**config.mk**
```make
export PLATFORM = sky130hd
export DESIGN_NAME = weight_bus_decoder
export DESIGN_NICKNAME = d
export VERILOG_FILES = /design/src/rtl/ising_pkg.sv /design/src/rtl/weight_bus_pkg.sv /design/src/rtl/weight_bus_decoder.sv
export VERILOG_INCLUDE_DIRS = /design/src /design/src/include
export SDC_FILE = /design/constraint.sdc
export NUM_CORES = 1
export LEC_CHECK = 0
export BUFFER_PORTS_ARGS = -buffer_cell sky130_fd_sc_hd__buf_4
export CAP_MARGIN = 20
export CORE_MARGIN = 5
export CORE_UTILIZATION = 35
export CTS_CLUSTER_DIAMETER = 100
export DETAILED_ROUTE_END_ITERATION = 8
export GPL_TIMING_DRIVEN = 0
export MAX_ROUTING_LAYER = met4
export PLACE_DENSITY = 0.86
export SLEW_MARGIN = 10
export SYNTH_ARGS = -nofsm -noshare
export SYNTH_HDL_FRONTEND = slang
export SYNTH_SLANG_ARGS = --single-unit
```
**constraint.sdc**
```tcl
create_clock -name clk -period 2.2 [get_ports clk]
set_input_delay 0.22 -clock clk [delete_from_list [all_inputs] [get_ports clk]]
set_output_delay 0.22 -clock clk [all_outputs]
set_load 0.02 [all_outputs]
```
**src/include/ising_params.svh**
```systemverilog
//********************
// Array size, weight level and delay stage macros
// Register bus address width
//********************

`ifndef ISING_PARAMS_SVH
`define ISING_PARAMS_SVH

// Spins, also rows and columns of the array
`define ISING_N 4

// Weight levels, odd so the midpoint is neutral coupling
`define ISING_NUM_WEIGHTS 15

// Delay elements per tap stage
`define ISING_NUM_LUTS 2

// Simulation delay of one element in ns
`define ISING_STAGE_DELAY 1

`define ISING_WEIGHT_W ($clog2(`ISING_NUM_WEIGHTS))
// Row in upper half, column in lower half
`define ISING_ADDR_W (2 * $clog2(`ISING_N))

`endif

```
**src/rtl/ising_pkg.sv**
```systemverilog
//********************
// Array-side types
// Weights, spin vectors, cell indices
//********************

`include "ising_params.svh"

package ising_pkg;

    // One coupling level
    // Midpoint of the range is neutral coupling
    typedef logic [`ISING_WEIGHT_W-1:0] weight_t;

    // One phase per spin
    // Bit r is the ring node of row r
    typedef logic [`ISING_N-1:0] spin_vec_t;

    // Row or column number of the array
    typedef logic [$clog2(`ISING_N)-1:0] cell_index_t;

endpackage

```
**src/rtl/weight_bus_pkg.sv**
```systemverilog
//********************
// Register bus types
// Write and read requests, read response
//********************

`include "ising_params.svh"

package weight_bus_pkg;

    import ising_pkg::*;

    // Cell address, row in upper half and column in lower half
    typedef logic [`ISING_ADDR_W-1:0] cell_addr_t;

    // Write strobe, weight loads on the same edge
    typedef struct packed {
        logic       valid;
        cell_addr_t addr;
        weight_t    data;
    } wr_req_t;

    // Read strobe
    typedef struct packed {
        logic       valid;
        cell_addr_t addr;
    } rd_req_t;

    // Read response, valid for one cycle
    typedef struct packed {
        logic    valid;
        weight_t data;
    } rd_rsp_t;

endpackage

```
**src/rtl/weight_bus_decoder.sv**
```systemverilog
//********************
// Register bus decoder
// Per-cell write strobes, registered read-back
//********************

`timescale 1ns/1ps

`include "ising_params.svh"

module weight_bus_decoder
    import ising_pkg::*;
    import weight_bus_pkg::*;
(
    input  logic                               clk,
    input  logic                               din,
    input  wr_req_t                            wr_req,
    input  rd_req_t                            rd_req,
    output rd_rsp_t                            rd_rsp,
    output logic [`ISING_N-1:0][`ISING_N-1:0]  cell_wr_en,
    output weight_t                            wr_data,
    input  weight_t                            cell_weights [`ISING_N][`ISING_N]
);

    localparam int idx_w = $clog2(`ISING_N);

    cell_index_t wr_row;
    cell_index_t wr_col;
    cell_index_t rd_row;
    cell_index_t rd_col;
    logic        wr_in_range;
    logic        rd_in_range;
    weight_t     rd_data_sel;
    logic        rd_valid_q;
    weight_t     rd_data_q;

    // Address split, row in upper half
    assign wr_row = wr_req.addr[`ISING_ADDR_W-1 -: idx_w];
    assign wr_col = wr_req.addr[idx_w-1:0];
    assign rd_row = rd_req.addr[`ISING_ADDR_W-1 -: idx_w];
    assign rd_col = rd_req.addr[idx_w-1:0];

    assign wr_in_range = (int'(wr_row) < `ISING_N) && (int'(wr_col) < `ISING_N);
    assign rd_in_range = (int'(rd_row) < `ISING_N) && (int'(rd_col) < `ISING_N);

    // One strobe for an in-range write, cell loads on this edge
    always_comb begin
        cell_wr_en = '0;
        if (wr_req.valid && wr_in_range) begin
            cell_wr_en[wr_row][wr_col] = 1'b1;
        end
    end

    // Shared write data
    assign wr_data = wr_req.data;

    // Read mux, zero outside the array
    assign rd_data_sel = rd_in_range ? cell_weights[rd_row][rd_col] : '0;

    // Response valid, one cycle per strobe
    always_ff @(posedge clk or negedge din) begin
        if (!din) begin
            rd_valid_q <= 1'b0;
        end else begin
            rd_valid_q <= rd_req.valid;
        end
    end

    always_ff @(posedge clk) begin
        if (rd_req.valid) begin
            rd_data_q <= rd_data_sel;
        end
    end

    assign rd_rsp = '{valid: rd_valid_q, data: rd_data_q};

endmodule

```
After elaboration in Yosys (flattened, before gate mapping)
Cells that the tools add are included.
{"block": "word_totals", "reg_bits": 5, "in_bits": 80, "word_cells": 23}
{"block": "op_classes", "magnitude_cmp": 6, "mux": 11, "n_bitwise": 2, "reduce_logical": 2}
{"operator": "$mux W16", "count": 3}
{"operator": "$bmux W16 S2", "count": 1}
{"operator": "$mux W4", "count": 3}
{"operator": "$bmux W4 S2", "count": 1}
{"operator": "$demux W4 S2", "count": 1}
{"operator": "$ge A3 B3 Y1 const B", "count": 2}
{"operator": "$lt A2 B3 Y1 const B", "count": 2}
{"operator": "$not A2 Y3", "count": 2}
{"operator": "$ge A2 B1 Y1 const B", "count": 2}
{"operator": "$demux W1 S2", "count": 1}
{"operator": "$logic_and A1 B1 Y1", "count": 2}
{"operator": "$mux W1", "count": 1}

Longest topological paths before layout
{"block": "depth", "ltp_word": 7, "ltp_mapped": 5, "ltp_nobuf": 3}

Worst setup path after synthesis
OpenSTA, ideal clock, no wires.
{"block": "synth_path", "path_kind": "input -> register", "startpoint": "input port rd_req[3] in the netlist's numbering", "endpoint": "register rd_data_q[0], data pin", "setup_time_ps": 261, "arrival_ps": 1164, "required_ps": 1939, "slack_ps": 774, "stages": 5, "path_buffers": 2, "cell_sequence": "clkbuf_1 buf_2 mux4_2 a22oi_1 nand3_1"}
{"block": "synth_via", "elab_chain_len": 7}
{"element": "start: declaration", "line": "weight_bus_decoder.sv:17", "source": "input rd_req_t rd_req,"}
{"element": "$not A2 Y3 (not written as such)", "line": "weight_bus_decoder.sv:57", "source": "assign rd_data_sel = rd_in_range ? cell_weights[rd_row][rd_col] : '0;"}
{"element": "$bmux W16 S2", "line": "weight_bus_decoder.sv:57"}
{"element": "$mux W16 (not written as such) (2 in a row)", "line": "weight_bus_decoder.sv:57"}
{"element": "$bmux W4 S2", "line": "weight_bus_decoder.sv:57"}
{"element": "$mux W4 (not written as such) (2 in a row)", "line": "weight_bus_decoder.sv:57"}
{"element": "via rd_data_sel[0]", "line": "weight_bus_decoder.sv:32", "source": "weight_t rd_data_sel;"}
{"element": "end signal: assignment", "line": "weight_bus_decoder.sv:70", "source": "rd_data_q <= rd_data_sel;"}
{"element": "end: declaration", "line": "weight_bus_decoder.sv:34", "source": "weight_t rd_data_q;"}
The timed path passes the listed nets, and every way through them passes these cells. The select of a mux whose other input is x is not followed.
A chain may end at the register's enable or synchronous reset.

==> metrics.md <==
| Metric | Value |
|---|---|
| Status | `finished clean` |
| CTS Root Cell | `clkbuf_4` |
| Row Count | `17` |
| Placer Congestion | `between 0.7 and 0.8` |
| Initial Utilization | `37.6%` |
| Max Root-Sink Buffers | `2` |
| Grt total ovfl | `0` |
| Initial antenna violation count | `0` |
| Hold WC Path Type | `in -> reg` |
| Sequential fraction of the synthesis area | `between 15 and 20%` |
| Crit path time final | `between 1 and 1.5 ns` |
| Buffers on Ports | `between 90 and 100` |
| Clk pin slew, worst setup/hold paths | `~0.040 ns` |
| Setup violators final | `0` |
| CP peak stage delay | `~0.52 ns` |
| Power Dens Cells | `295 nW/um2` |
| Most common library cell in the layout ignoring fill and taps | `buf_4` |
| Most frequent cells in the layout | `buf_4, mux4_1, nor2_1` |
| Nets | `between 200 and 300` |
| Worst setup SP type | `input port` |
| Post-CTS Setup Inserts | `0` |
| Worst path most repeated cell | `buf_4` |
| Vias per inst | `5.05` |
| Detailed Place HPWL | `between 2000 and 3000 um` |
| Die X | `slightly below 60 um` |
| Antenna viol nets, final | `0` |
| CTS Sinks | `5` |
| Syn Inst Count | `72` |
| I/O pin count | `105` |
| Global-route wire length before repair | `a little under 5000 um` |
| Mapped cell area | `847 um2` |
| Hold path cells | `1` |
| Slowest cell on crit path | `or3b_2` |
| WL/cell | `approximately 16 um` |
| DR iter-0 viols | `36` |
| Hold_sp | `rd_req[4]` |
| Max-slew violation count | `0` |
| Detailed Routing Iterations Pass 1 | `4` |
| Synth Warn # | `0` |
| Diode count | `0` |
| Share of cells above drive strength 1 | `approximately 64%` |
| Crit share post-route | `63.6%` |
| Setup WS post-layout | `around 0.80 ns` |
| Worst Path Class, Setup | `in -> out` |
| Worst Max-Slew Pin Slew | `approximately 0.32 ns` |
| Max-cap viol count | `0` |
| Yosys top cell by area | `mux4_1` |
| Pin count of the biggest net entering global routing | `11` |
| Core area | `between 2000 and 2500 um2` |
| Layout area overhead | `95.3%` |
| Die area | `between 3000 and 4000 um2` |
| Yosys cell types | `18` |
| Rel. slew slack | `78.5%` |
| Gr usage total | `19.2%` |
| Peak Freq | `714 MHz` |
| CTS tree | `yes` |
| Chip Height | `roughly 60 um` |
| Core Util, Final | `between 70% and 80%` |
| Unrepaired setup endpoints after global routing | `no` |
| CP Cell Sequence | `buf_4, or3b_2, nor3_1, buf_4` |
| # DRC | `0` |
| Yosys top cell area share | `a little over two fifths` |
| Vias in the first global route | `around 1100` |
| Min-Delay Endpoint | `rd_valid_q` |
| Leakage | `0.826 nW` |
| Worst vdd ir | `roughly 0.19 mV` |
| DRT Wirelength | `around 3200 um` |
| Dpl ws | `0.556 ns` |
| Syn_nets | `~150` |
| H-tree Lvls | `1` |
| CP required | `1.98 ns` |
| Sum Neg Setup Slack | `0 ns` |
| Dominant cells by area after synthesis | `mux4_1, edfxtp_1, nor2_1, nand3_1, mux4_2` |
| CTS buffer count | `3` |
| Via count | `~1000` |
| Number of synthesized register bits | `5` |
| Worst-path fanout max | `4` |
| Syn Area/Cell | `about 12 um2` |
| Final hold violation count | `0` |
| CP endpoint kind | `output pin` |
| Worst path arrival time | `between 1 and 1.5 ns` |
worst max-delay path: cells and delay by family:
kind                   cells  cell delay [ns]
and+or+nand+nor            2             0.67
buffers and inverters      2             0.29
state kept, by name, summed over array words and instances (netlist names):
name / count
rd_data_q: 4
rd_valid_q: 1
cells in the mapped netlist, drive strengths merged:
library cell	instances
nand2	5
buf	8
nor2	13
a22oi	4
nand2b	2
nand3	9
or3b	1
nor2b	2
mux4	16
dfrtp	1
edfxtp	4
nand3b	2
nor3	4
clkbuf	1
kinds of logic after synthesis:
group	synth area share (%)
AO/OA/AOI/OAI	3.55
buffers and inverters	9.16
flip-flops	17.1
multiplexers	48.7
AND/OR/NAND/NOR	21.4
where the power goes:
| group | total (mW) | switching (mW) | internal [mW] | leakage (nW) |
|---|---|---|---|---|
| Sequential | 0.118 | 0.00268 | 0.116 | 0.0506 |
| Clock | 0.102 | 0.0337 | 0.0683 | 0.0150 |
| Combinational | 0.267 | 0.0947 | 0.172 | 0.761 |
| Total | 0.487 | 0.131 | 0.356 | 0.826 |
layer usage:
metal	GRT usage, %	vias up	part of all wire [%]
li1	-	502	-
met2	32.4	62	55
met1	20.9	458	33
met5	-	-	0
met3	5.23	4	11
met4	8.74	0	0.87
repair_timing:
item,CTS,global route
gates resized for setup,0,0
hold buffers,1,0
hold endpoints to repair,1,0
cell type report:
cell class | instances | area, um2
clock buffer | 4 | 26.3
tap | 28 | 35.0
buffer | 9 | 77.6
sequential | 5 | 145
timing repair buffer | 99 | 746
multi-input combinational | 58 | 624
fill | 171 | 601
per-stage QoR:
stage / instances / cell area, um2 / hold slack [ns] / power, mW
2_1_floorplan: 72 / 847 / -0.0756 / 0.241
3_3_place_gp: 198 / 1620 / -0.00397 / 0.380
3_5_place_dp: 198 / 1620 / -0.00391 / 0.387
4_1_cts: 203 / 1650 / 0.129 / 0.493
5_1_grt: 203 / 1650 / 0.118 / 0.527
6_report: 203 / 1650 / 0.136 / 0.487
how the worst max path moves through the flow:
stage | from | to | slack [ns] | depth (start not counted)
floorplan | rd_req[3] | rd_data_q[0] | 0.77 | 5
global placement | rd_req[3] | rd_data_q[1] | 0.61 | 5
detailed placement | rd_req[3] | rd_data_q[0] | 0.56 | 5
CTS | wr_req[6] | cell_wr_en[0] | 0.79 | 4
global route | rd_req[3] | rd_data_q[0] | 0.68 | 5
finish | wr_req[6] | cell_wr_en[0] | 0.80 | 4
Note: power is estimated with default switching activity, not from simulation.
